**config.mk**
```make
export PLATFORM = sky130hd
export DESIGN_NAME = rom_check_top
export DESIGN_NICKNAME = d
export VERILOG_FILES = /design/src/hdl/rom_check_pkg.sv /design/src/hdl/rom_check_compare.sv /design/src/hdl/rom_check_digest_store.sv /design/src/hdl/rom_check_reader.sv /design/src/hdl/rom_check_top.sv
export SDC_FILE = /design/constraint.sdc
export NUM_CORES = 1
export LEC_CHECK = 0
export ABC_CLOCK_PERIOD_IN_PS = 7000
export BUFFER_PORTS_ARGS = -buffer_cell sky130_fd_sc_hd__buf_2
export CELL_PAD_IN_SITES_DETAIL_PLACEMENT = 0
export CELL_PAD_IN_SITES_GLOBAL_PLACEMENT = 1
export CORE_ASPECT_RATIO = 2
export CORE_MARGIN = 2
export CORE_UTILIZATION = 25
export DETAILED_ROUTE_END_ITERATION = 10
export GPL_ROUTABILITY_DRIVEN = 0
export HOLD_SLACK_MARGIN = 0.12
export MAX_ROUTING_LAYER = met4
export PLACE_DENSITY_LB_ADDON = 0.25
export SLEW_MARGIN = 20
export SYNTH_ARGS = -nofsm -noshare
export SYNTH_HDL_FRONTEND = slang
export SYNTH_HIERARCHICAL = 1
export SYNTH_SLANG_ARGS = --single-unit
```
**constraint.sdc**
```tcl
create_clock -name clk_i -period 7 [get_ports clk_i]
set_clock_uncertainty 0.1 [all_clocks]
set_input_delay 0.7 -clock clk_i [delete_from_list [all_inputs] [get_ports clk_i]]
set_output_delay 0.7 -clock clk_i [all_outputs]
set_load 0.01 [all_outputs]
```
**src/hdl/rom_check_pkg.sv**
```systemverilog
// ROM integrity checker shared widths, bus structs, multi-bit booleans and digest constant
package rom_check_pkg;

  // ROM address width, bounds the ROM to 4096 words
  parameter int unsigned RomAddrW = 12;

  // Rotate-left amount of the digest fold
  parameter int unsigned DigestRot = 5;

  typedef logic [31:0] rom_word_data_t;

  // Request from the reader to the external ROM
  typedef struct packed {
    logic                req;
    logic [RomAddrW-1:0] addr;
  } rom_req_t;

  // ROM response, one cycle after each request
  typedef struct packed {
    logic           valid;
    rom_word_data_t rdata;
  } rom_rsp_t;

  // Tagged word from reader to digest store
  typedef struct packed {
    logic           valid;
    // Set for words of the stored expected digest
    logic           is_exp;
    // Digest word index
    logic [3:0]     lane;
    rom_word_data_t data;
  } rom_word_t;

  // Multi-bit boolean
  typedef logic [3:0] mubi4_t;

  parameter mubi4_t MuBi4True  = 4'h6;
  parameter mubi4_t MuBi4False = 4'h9;

endpackage

```
**src/hdl/rom_check_compare.sv**
```systemverilog
`timescale 1ns/1ps
// Digest comparator FSM checking each word against the expected digest and flagging inconsistency
module rom_check_compare import rom_check_pkg::*; #(
  parameter int NumWords = 4
) (
  input  logic                   clk_i,
  input  logic                   rst_ni,
  input  logic                   start_i,
  input  logic [NumWords*32-1:0] digest_i,
  input  logic [NumWords*32-1:0] exp_digest_i,
  output logic                   done_o,
  output mubi4_t                 good_o,
  output logic                   alert_o
);

  localparam int              CntW    = (NumWords > 1) ? $clog2(NumWords) : 1;
  localparam logic [CntW-1:0] LastCnt = CntW'(NumWords - 1);

  // All-zero code left illegal
  typedef enum logic [1:0] {
    Waiting  = 2'b01,
    Checking = 2'b10,
    Done     = 2'b11
  } state_e;

  state_e          state_q;
  state_e          state_d;
  logic [CntW-1:0] cnt_q;
  logic            match_q;
  logic            match_d;
  mubi4_t          good_q;
  mubi4_t          good_d;
  logic            fsm_alert;
  logic            start_alert;
  logic            wait_cnt_alert;
  logic            done_cnt_alert;
  rom_word_data_t  digest_word;
  rom_word_data_t  exp_word;

  // Next state
  always_comb begin
    state_d   = state_q;
    fsm_alert = 1'b0;
    case (state_q)
      Waiting: begin
        if (start_i) state_d = Checking;
      end
      Checking: begin
        if (cnt_q == LastCnt) state_d = Done;
      end
      Done: begin
        // Final, left only by reset
      end
      default: fsm_alert = 1'b1;
    endcase
  end

  // Word under comparison
  assign digest_word = digest_i[cnt_q * 32 +: 32];
  assign exp_word    = exp_digest_i[cnt_q * 32 +: 32];

  // Any differing word clears the match flag
  assign match_d = (state_q == Checking) ? (match_q && (digest_word == exp_word)) : match_q;

  // Good result computed ahead so it appears together with done
  assign good_d = ((state_d == Done) && match_d) ? MuBi4True : MuBi4False;

  always_ff @(posedge clk_i or negedge rst_ni) begin
    if (!rst_ni) begin
      state_q <= Waiting;
      cnt_q   <= '0;
      match_q <= 1'b1;
      good_q  <= MuBi4False;
    end else begin
      state_q <= state_d;
      // Counter holds at the last word
      if ((state_q == Checking) && (cnt_q != LastCnt)) begin
        cnt_q <= cnt_q + 1'b1;
      end
      match_q <= match_d;
      good_q  <= good_d;
    end
  end

  // Control flow and counter consistency
  assign start_alert    = start_i && (state_q != Waiting);
  assign wait_cnt_alert = (state_q == Waiting) && (cnt_q != '0);
  assign done_cnt_alert = (state_q == Done) && (cnt_q != LastCnt);

  assign done_o  = (state_q == Done);
  assign good_o  = good_q;
  assign alert_o = fsm_alert | start_alert | wait_cnt_alert | done_cnt_alert;

endmodule

```
**src/hdl/rom_check_digest_store.sv**
```systemverilog
`timescale 1ns/1ps
// Digest store folding ROM data words into lanes and holding the expected digest words
module rom_check_digest_store import rom_check_pkg::*; #(
  parameter int NumWords = 4
) (
  input  logic                   clk_i,
  input  logic                   rst_ni,
  input  rom_word_t              word_i,
  input  logic                   busy_i,
  output logic [NumWords*32-1:0] digest_o,
  output logic [NumWords*32-1:0] exp_digest_o,
  output logic                   full_o
);

  // Word 0 sits in the low bits of both arrays
  logic [NumWords-1:0][31:0] digest_q;
  logic [NumWords-1:0][31:0] exp_q;
  logic                      busy_q;
  logic                      full_q;
  rom_word_data_t            lane_word;
  rom_word_data_t            folded;
  logic                      data_we;
  logic                      exp_we;

  // Split by region
  assign data_we = word_i.valid && !word_i.is_exp;
  assign exp_we  = word_i.valid && word_i.is_exp;

  // Current value of the addressed lane
  assign lane_word = digest_q[word_i.lane];

  // Rotate left then mix in the new data
  assign folded = {lane_word[31-DigestRot:0], lane_word[31:32-DigestRot]} ^ word_i.data;

  // Digest lanes start from zero
  always_ff @(posedge clk_i or negedge rst_ni) begin
    if (!rst_ni) begin
      digest_q <= '0;
    end else if (data_we) begin
      digest_q[word_i.lane] <= folded;
    end
  end

  // Expected words land in their slot
  always_ff @(posedge clk_i) begin
    if (exp_we) begin
      exp_q[word_i.lane] <= word_i.data;
    end
  end

  // Falling edge of reader busy marks the last absorption
  always_ff @(posedge clk_i or negedge rst_ni) begin
    if (!rst_ni) begin
      busy_q <= 1'b0;
      full_q <= 1'b0;
    end else begin
      busy_q <= busy_i;
      full_q <= busy_q && !busy_i;
    end
  end

  assign digest_o     = digest_q;
  assign exp_digest_o = exp_q;
  assign full_o       = full_q;

endmodule

```
**src/hdl/rom_check_reader.sv**
```systemverilog
`timescale 1ns/1ps
// ROM reader that walks every address once and tags each returned word with region and lane
module rom_check_reader import rom_check_pkg::*; #(
  parameter int NumWords = 4,
  parameter int RomDepth = 64
) (
  input  logic      clk_i,
  input  logic      rst_ni,
  input  logic      start_i,
  output rom_req_t  rom_req_o,
  input  rom_rsp_t  rom_rsp_i,
  output rom_word_t word_o,
  output logic      busy_o,
  output logic      reader_alert_o
);

  localparam logic [RomAddrW-1:0] LastAddr = RomAddrW'(RomDepth - 1);
  // First address of the expected digest region
  localparam logic [RomAddrW-1:0] ExpBase  = RomAddrW'(RomDepth - NumWords);
  localparam logic [3:0]          LastLane = 4'(NumWords - 1);

  logic                reading_q;
  logic                rsp_pend_q;
  logic                alert_q;
  logic [RomAddrW-1:0] addr_q;
  logic [RomAddrW-1:0] rsp_addr_q;
  logic [RomAddrW-1:0] exp_offset;
  logic [3:0]          lane_q;
  logic                start_ok;
  logic                rsp_fire;
  logic                rsp_is_exp;
  logic                word_valid_q;
  logic                word_is_exp_q;
  logic [3:0]          word_lane_q;
  rom_word_data_t      word_data_q;

  // Start only honoured when idle
  assign start_ok   = start_i && !busy_o;
  assign rsp_fire   = rom_rsp_i.valid && rsp_pend_q;
  // Region and lane of the word coming back
  assign rsp_is_exp = (rsp_addr_q >= ExpBase);
  assign exp_offset = rsp_addr_q - ExpBase;

  always_ff @(posedge clk_i or negedge rst_ni) begin
    if (!rst_ni) begin
      reading_q    <= 1'b0;
      addr_q       <= '0;
      rsp_pend_q   <= 1'b0;
      lane_q       <= '0;
      word_valid_q <= 1'b0;
      alert_q      <= 1'b0;
    end else begin
      if (start_ok) begin
        reading_q <= 1'b1;
        addr_q    <= '0;
      end else if (reading_q) begin
        // One request per cycle, stop after the last address
        if (addr_q == LastAddr) begin
          reading_q <= 1'b0;
        end else begin
          addr_q <= addr_q + 1'b1;
        end
      end
      // Response due one cycle after each request
      rsp_pend_q <= reading_q;
      if (start_ok) begin
        lane_q <= '0;
      end else if (rsp_fire && !rsp_is_exp) begin
        lane_q <= (lane_q == LastLane) ? 4'd0 : lane_q + 4'd1;
      end
      word_valid_q <= rsp_fire;
      // Sticky misuse flag
      if (start_i && busy_o) begin
        alert_q <= 1'b1;
      end
    end
  end

  // Address record and word payload
  always_ff @(posedge clk_i) begin
    if (reading_q) begin
      rsp_addr_q <= addr_q;
    end
    if (rsp_fire) begin
      word_is_exp_q <= rsp_is_exp;
      word_lane_q   <= rsp_is_exp ? exp_offset[3:0] : lane_q;
      word_data_q   <= rom_rsp_i.rdata;
    end
  end

  assign rom_req_o      = '{req: reading_q, addr: addr_q};
  assign word_o         = '{valid: word_valid_q, is_exp: word_is_exp_q,
                            lane: word_lane_q, data: word_data_q};
  // High until the final word has left
  assign busy_o         = reading_q | rsp_pend_q | word_valid_q;
  assign reader_alert_o = alert_q;

endmodule

```
**src/hdl/rom_check_top.sv**
```systemverilog
`timescale 1ns/1ps
// ROM integrity checker top joining reader, digest store and comparator
module rom_check_top import rom_check_pkg::*; #(
  parameter int NumWords = 4,
  parameter int RomDepth = 64
) (
  input  logic     clk_i,
  input  logic     rst_ni,
  input  logic     start_i,
  output rom_req_t rom_req_o,
  input  rom_rsp_t rom_rsp_i,
  output logic     done_o,
  output mubi4_t   good_o,
  output logic     alert_o
);

  rom_word_t              word;
  logic                   reader_busy;
  logic                   reader_alert;
  logic                   store_full;
  logic                   compare_alert;
  logic [NumWords*32-1:0] digest;
  logic [NumWords*32-1:0] exp_digest;

  // Walks the ROM
  rom_check_reader #(
    .NumWords (NumWords),
    .RomDepth (RomDepth)
  ) u_reader (
    .clk_i          (clk_i),
    .rst_ni         (rst_ni),
    .start_i        (start_i),
    .rom_req_o      (rom_req_o),
    .rom_rsp_i      (rom_rsp_i),
    .word_o         (word),
    .busy_o         (reader_busy),
    .reader_alert_o (reader_alert)
  );

  // Folds data, keeps expected words
  rom_check_digest_store #(
    .NumWords (NumWords)
  ) u_store (
    .clk_i        (clk_i),
    .rst_ni       (rst_ni),
    .word_i       (word),
    .busy_i       (reader_busy),
    .digest_o     (digest),
    .exp_digest_o (exp_digest),
    .full_o       (store_full)
  );

  // Store full kicks off the comparison
  rom_check_compare #(
    .NumWords (NumWords)
  ) u_compare (
    .clk_i        (clk_i),
    .rst_ni       (rst_ni),
    .start_i      (store_full),
    .digest_i     (digest),
    .exp_digest_i (exp_digest),
    .done_o       (done_o),
    .good_o       (good_o),
    .alert_o      (compare_alert)
  );

  // Start while busy never reaches the comparator
  assign alert_o = compare_alert | reader_alert;

endmodule

```
Word-level counts from Yosys, hierarchy flattened

Cells that the tools add are included.

Output and inout port bits: 19
Word-level logic and storage cells: 95
Bits of input ports: 36
Flip-flop bits (word level): 336

$add $sub $neg: 4
Magnitude comparators: 3
Bitwise gates (word level): 7
Shift operators: 2
Muxes and demuxes: 22
Reductions and logical operators: 22
Equality and inequality tests: 11

Operators by type and width:

| kind                                                                         | count |
|---|---|
| 128-bit bitwise mux                                                          | 2 |
| 128-bit by 8-bit variable part select with 32-bit output                     | 2 |
| 32-bit binary-select mux with 2-bit select                                   | 1 |
| 32-bit demux with 2-bit select                                               | 1 |
| 32-bit two-way mux                                                           | 2 |
| 12-bit two-way mux                                                           | 3 |
| 32-bit == test                                                               | 1 |
| 32-bit XOR                                                                   | 1 |
| 4-bit two-way mux                                                            | 5 |
| 1-bit logical AND                                                            | 14 |
| 12-bit by 1-bit adder with 12-bit output, second input constant              | 1 |
| 12-bit by 6-bit == test with 1-bit output, second input constant             | 1 |
| 12-bit by 6-bit >= comparator with 1-bit output, second input constant       | 1 |
| 2-bit == test, second input constant                                         | 4 |
| 1-bit OR                                                                     | 6 |
| 2-bit nonzero test                                                           | 3 |
| 1-bit two-way mux                                                            | 5 |
| 4-bit by 1-bit adder with 4-bit output, second input constant                | 1 |
| 4-bit by 2-bit == test with 1-bit output, second input constant              | 1 |
| 4-bit by 1-bit >= comparator with 1-bit output, second input constant        | 1 |
| 4-bit by 3-bit less-than comparator with 1-bit output, second input constant | 1 |
| 2-bit two-way mux                                                            | 2 |
| 2-bit by 1-bit inequality test with 1-bit output, second input constant      | 2 |
| 2-bit case mux with 2 select lines                                           | 1 |
| other kinds (7)                                                              | 9 |

Longest topological paths before layout

Depth after elaboration: 7
Gate-level depth with buffers: 7
Depth with buffers taken out: 7

Hierarchy

Netlist, hierarchy kept.

Modules (own cells, without submodules):

| module                 | cells an instance | times used | sequential area each (µm²) | area each (µm²) |
|---|---|---|---|---|
| rom_check_digest_store | 550               | 1          | 7096.8                     | 10097.2 |
| rom_check_reader       | 158               | 1          | 1971.9                     | 2553.7 |
| rom_check_compare      | 218               | 1          | 178.9                      | 1856.8 |
| rom_check_top          | 1                 | 1          | 0.0                        | 6.3 |

Worst setup path before layout

No wires, ideal clock.

Kind: reg2reg
Start point: register, netlist name u_reader/word_lane_q[0]
End point: register u_store.exp_q, in the netlist u_store/exp_digest_o[0], enable pin
Period minus slack after synthesis: 4906 ps
Cell stages (with the launch flop): 5
Setup time: 513 ps
Arrival: 4294 ps
Data required time: 6387 ps
Buffers on the path: 3
Path slack: 2094 ps
Cells stage by stage: edfxtp_1 -> buf_2 -> buf_2 -> buf_2 -> nor4b_1

RTL lines:

| element                        | line                         | text |
|---|---|---|
| end signal: indexed assignment | rom_check_digest_store.sv:47 | `exp_q[word_i.lane] <= word_i.data;` |
| end: declaration               | rom_check_digest_store.sv:17 | `logic [NumWords-1:0][31:0] exp_q;` |

Worst setup path in the final report

Start point: register u_compare.cnt_q[0]
End point: output port alert_o

Cells in the longest elaborated chain, start to end: 5
Elaborated cells between the ends (all ways): 7
Classes of those cells: 1 x eq/ne; 3 x bitwise; 3 x reduce/logical

RTL lines:

| element                  | line                    | text |
|---|---|---|
| start: declaration       | rom_check_compare.sv:28 | `logic [CntW-1:0] cnt_q;` |
| start signal: assignment | rom_check_compare.sv:78 | `cnt_q <= cnt_q + 1'b1;` |
| 2-bit nonzero test       | rom_check_compare.sv:87 | `assign wait_cnt_alert = (state_q == Waiting) && (cnt_q != '0);` |
| 1-bit logical AND        | rom_check_compare.sv:87 |  |
| 1-bit OR                 | rom_check_compare.sv:92 | `assign alert_o = fsm_alert \| start_alert \| wait_cnt_alert \| done_cnt_alert;` |
| 1-bit OR (*)             | rom_check_compare.sv:92 |  |
| via compare_alert        | rom_check_top.sv:21     | `logic compare_alert;` |
| 1-bit OR (*)             | rom_check_top.sv:68     | `assign alert_o = compare_alert \| reader_alert;` |
| end: declaration         | rom_check_top.sv:14     | `output logic alert_o` |

Mark *: on every way through the listed nets, which the timed path passes. The rest lies on a longest branch.

==> run summary <==
First-pass GRT wire length: 56.4 mm
Core area: 57700 µm²
Syn Inst Count: 927
Area Overhead vs Synth: 16.2%
Crit path kind: flop to primary output
Post-CTS Setup Repair Bufs: 0
Initial Util: 25.1%
Crit. Startpoint: u_compare/cnt_q[0]
Commonest non-fill, non-tap cell in the layout: edfxtp_1
Largest stage delay, worst path: 0.74 ns
Synth area leader: edfxtp_1
Placed Area: 15800 µm²
Avg Inst Size Synth: 15.7 µm²
Placement row count: 125
WL/cell: 21.0 µm
Post-Layout Cell Count: 1791
Worst EP arrival: 2.27 ns
Htree depth: 2
Post-route minimum period: 3.07 ns
Layout cells sized above 1: 26.8%
CTS sink cnt: 334
Initial antenna violation count: 1
DRT Pass-1 Iters: 5
RSZ-0062 raised after global routing: no
Max_cap viols: 0
Cell variety after synth: 54
Final period utilization: 43.8%
Area contributors post-synth: edfxtp_1 (37%), dfrtp_1 (27%), mux2_2 (7.9%), xnor2_1 (7.8%), mux2i_1 (4.8%)
Cts bufs inserted: 36
Final wirelength: 37.5 mm
DRC viols: 0
Final hold viol count: 0
DIE HEIGHT: 345 µm
Rel. slew slack: 40.8%
Die ar.: 60100 µm²
Synthesized flop and latch total: 334
Power Density: 238 nW/µm²
Utilization after layout: 29.2%
Synthesized cell area: 14500 µm²
Crit start category: flop
Clk_lat worst skew: 0.52 ns
PortBufs: 54
Slew Viols, Final: 0
DRT iter0 DRCs: 381
CTS tree: built
Fmax: 0.326 GHz
Vias: 7762
Design Area, Final: 16900 µm²
FF-to-FF Start: u_reader/word_lane_q[0]
Most frequent cells in the layout: edfxtp_1 (177), dfrtp_1 (154), xnor2_1 (129), mux2_2 (102), mux2i_1 (69)
Worst-path cell chain: inv_2 > ha_1 > o221ai_1 > or2_1 > buf_2
I/O pin total: 55
CP endpoint kind: primary output
Critical path fanouts, max: 10
Leak Pwr: 0.00662 µW
Die Span X: 174 µm
Setup violations, final: 0
Vias in the first global route: 8500
Worst VDD drop: 0.156 mV
CTS clock-pin slew for the worst setup and hold paths: 0.06 ns
GRT Total Usage: 13.0%
HP Class: primary input to flop
Post-Syn Nets: 971
Status: finished clean
Top cell type's share of synthesized area: 36.6%
Congestion Overflow GR: 0
Pin count of the biggest net entering global routing: 67
Vias/cell: 4.33
YS warnings: 6
Root Driver: clkbuf_16
Hold Crit Start: rom_rsp_i[8]
DPL Wire Length: 25.8 mm
Worst Max-Slew Pin Slew: 0.889 ns
Worst Path Required: 6.20 ns
Max stage delay cell, worst path: dfrtp_1
Post-synthesis sequential area ratio: 63.7%
Setup tns final: 0 ns
Antenna viol nets, final: 0
Nets: 1048
Bufs on Longest Clock Path: 3
Cells after DPL: 1727
## final timing paths
kind                            slack [ns]  cells after the start                 endpoint
worst min-delay path                  0.25                      1  u_reader/word_data_q[8]
worst min register to register        0.38                      1      u_compare/good_o[0]
worst max-delay path                  3.93                      5                  alert_o
worst max register to register        4.15                      5    u_store/digest_o[123]
min in group asynchronous             0.65                      2       u_reader/lane_q[2]
max in group asynchronous             4.91                      3     u_store/digest_o[14]
## cell usage after synthesis, drive strengths merged
library cell  count
clkbuf            2
mux2            132
or3               2
and4              3
nor2b             3
nor3              9
o31ai             1
nor2             13
inv               8
a31o              1
and3              6
a21boi            1
nand2            16
nand3            15
xor2             68
nor4             22
o221ai            2
mux2i            69
o22ai             2
nand3b            2
or4               1
a31oi             3
o21ai             8
nand4            21
buf              28
ha                8
o21bai            1
or2               1
dfstp             3
a21o              1
xnor2           129
o211ai            2
dfrtp           154
edfxtp          177
or4b              1
and2              6
nor4b             1
a21oi             5
## stage by stage
| stage | power [µW] | hold WS, ns | setup WS, ns |
|---|---|---|---|
| 2_1_floorplan | 2190 | 0.304 | 2.09 |
| 3_3_place_gp | 2250 | 0.343 | 4.14 |
| 3_5_place_dp | 2250 | 0.372 | 4.14 |
| 4_1_cts | 4070 | 0.219 | 3.84 |
| 5_1_grt | 4150 | 0.220 | 3.82 |
| 6_report | 4010 | 0.247 | 3.93 |
## critical path: cells and delay by family, from the launching register on
kind                       cells  cell delay, ns
buffers and inverters          2            0.41
DFF                            1            0.74
AOI/OAI and AO/OA              1            0.17
adders and majority gates      1            0.29
and+or+nand+nor                1            0.12
## flip-flops by register name, indices dropped and copies added, names as in the netlist, 2 cells and up
signal	count
u_reader/rsp_addr_q	12
u_compare/state_q	2
u_reader/addr_q	12
u_reader/word_lane_q	4
u_store/exp_digest_o	128
u_compare/good_o	2
u_reader/word_data_q	32
u_reader/lane_q	4
u_store/digest_o	128
u_compare/cnt_q	2
## final cells by class
cell class              count  area [µm²]
clock buffers              47        1010
multi-input cells         555        5070
fillers                  5779       40800
diodes                      1        2.50
repair buffers             69         472
flip-flops and latches    334        9250
inverters                   8        30.0
well taps                 762         953
clock inverters            15        78.8
## logic make-up (layout without fill, tap and decap cells)
| logic type | after synthesis | after routing | share of synthesized area [%] |
|---|---|---|---|
| compound gates | 27 | 27 | 1.23 |
| xor+xnor | 197 | 197 | 11.9 |
| fa+ha+maj | 8 | 8 | 0.690 |
| buf+inv | 38 | 139 | 1.67 |
| flops | 334 | 334 | 63.7 |
| mux | 201 | 201 | 15.8 |
| other cells | 0 | 1 | 0 |
| simple gates | 122 | 122 | 5.03 |
## report_power, final
group          total, µW  switching [µW]  internal, µW
combinational       80.9            51.5          29.4
sequential          2130            32.5          2100
clock               1800             781          1020
## metal layers
layer	part of all wire (%)	routed length (µm)	vias up	track usage, %
met5	0	0	-	-
met1	44	16500	4034	16.1
li1	-	-	3508	-
met4	2.8	1060	0	4.29
met3	3.6	1360	59	2.04
met2	49	18600	161	21.9
## repair_timing
item	CTS	global route
endpoints found under the hold margin	43	0
endpoints found under the setup margin	0	0
gates resized for setup	0	0
hold buffers	1	0
(Power assumes the default switching activity.)
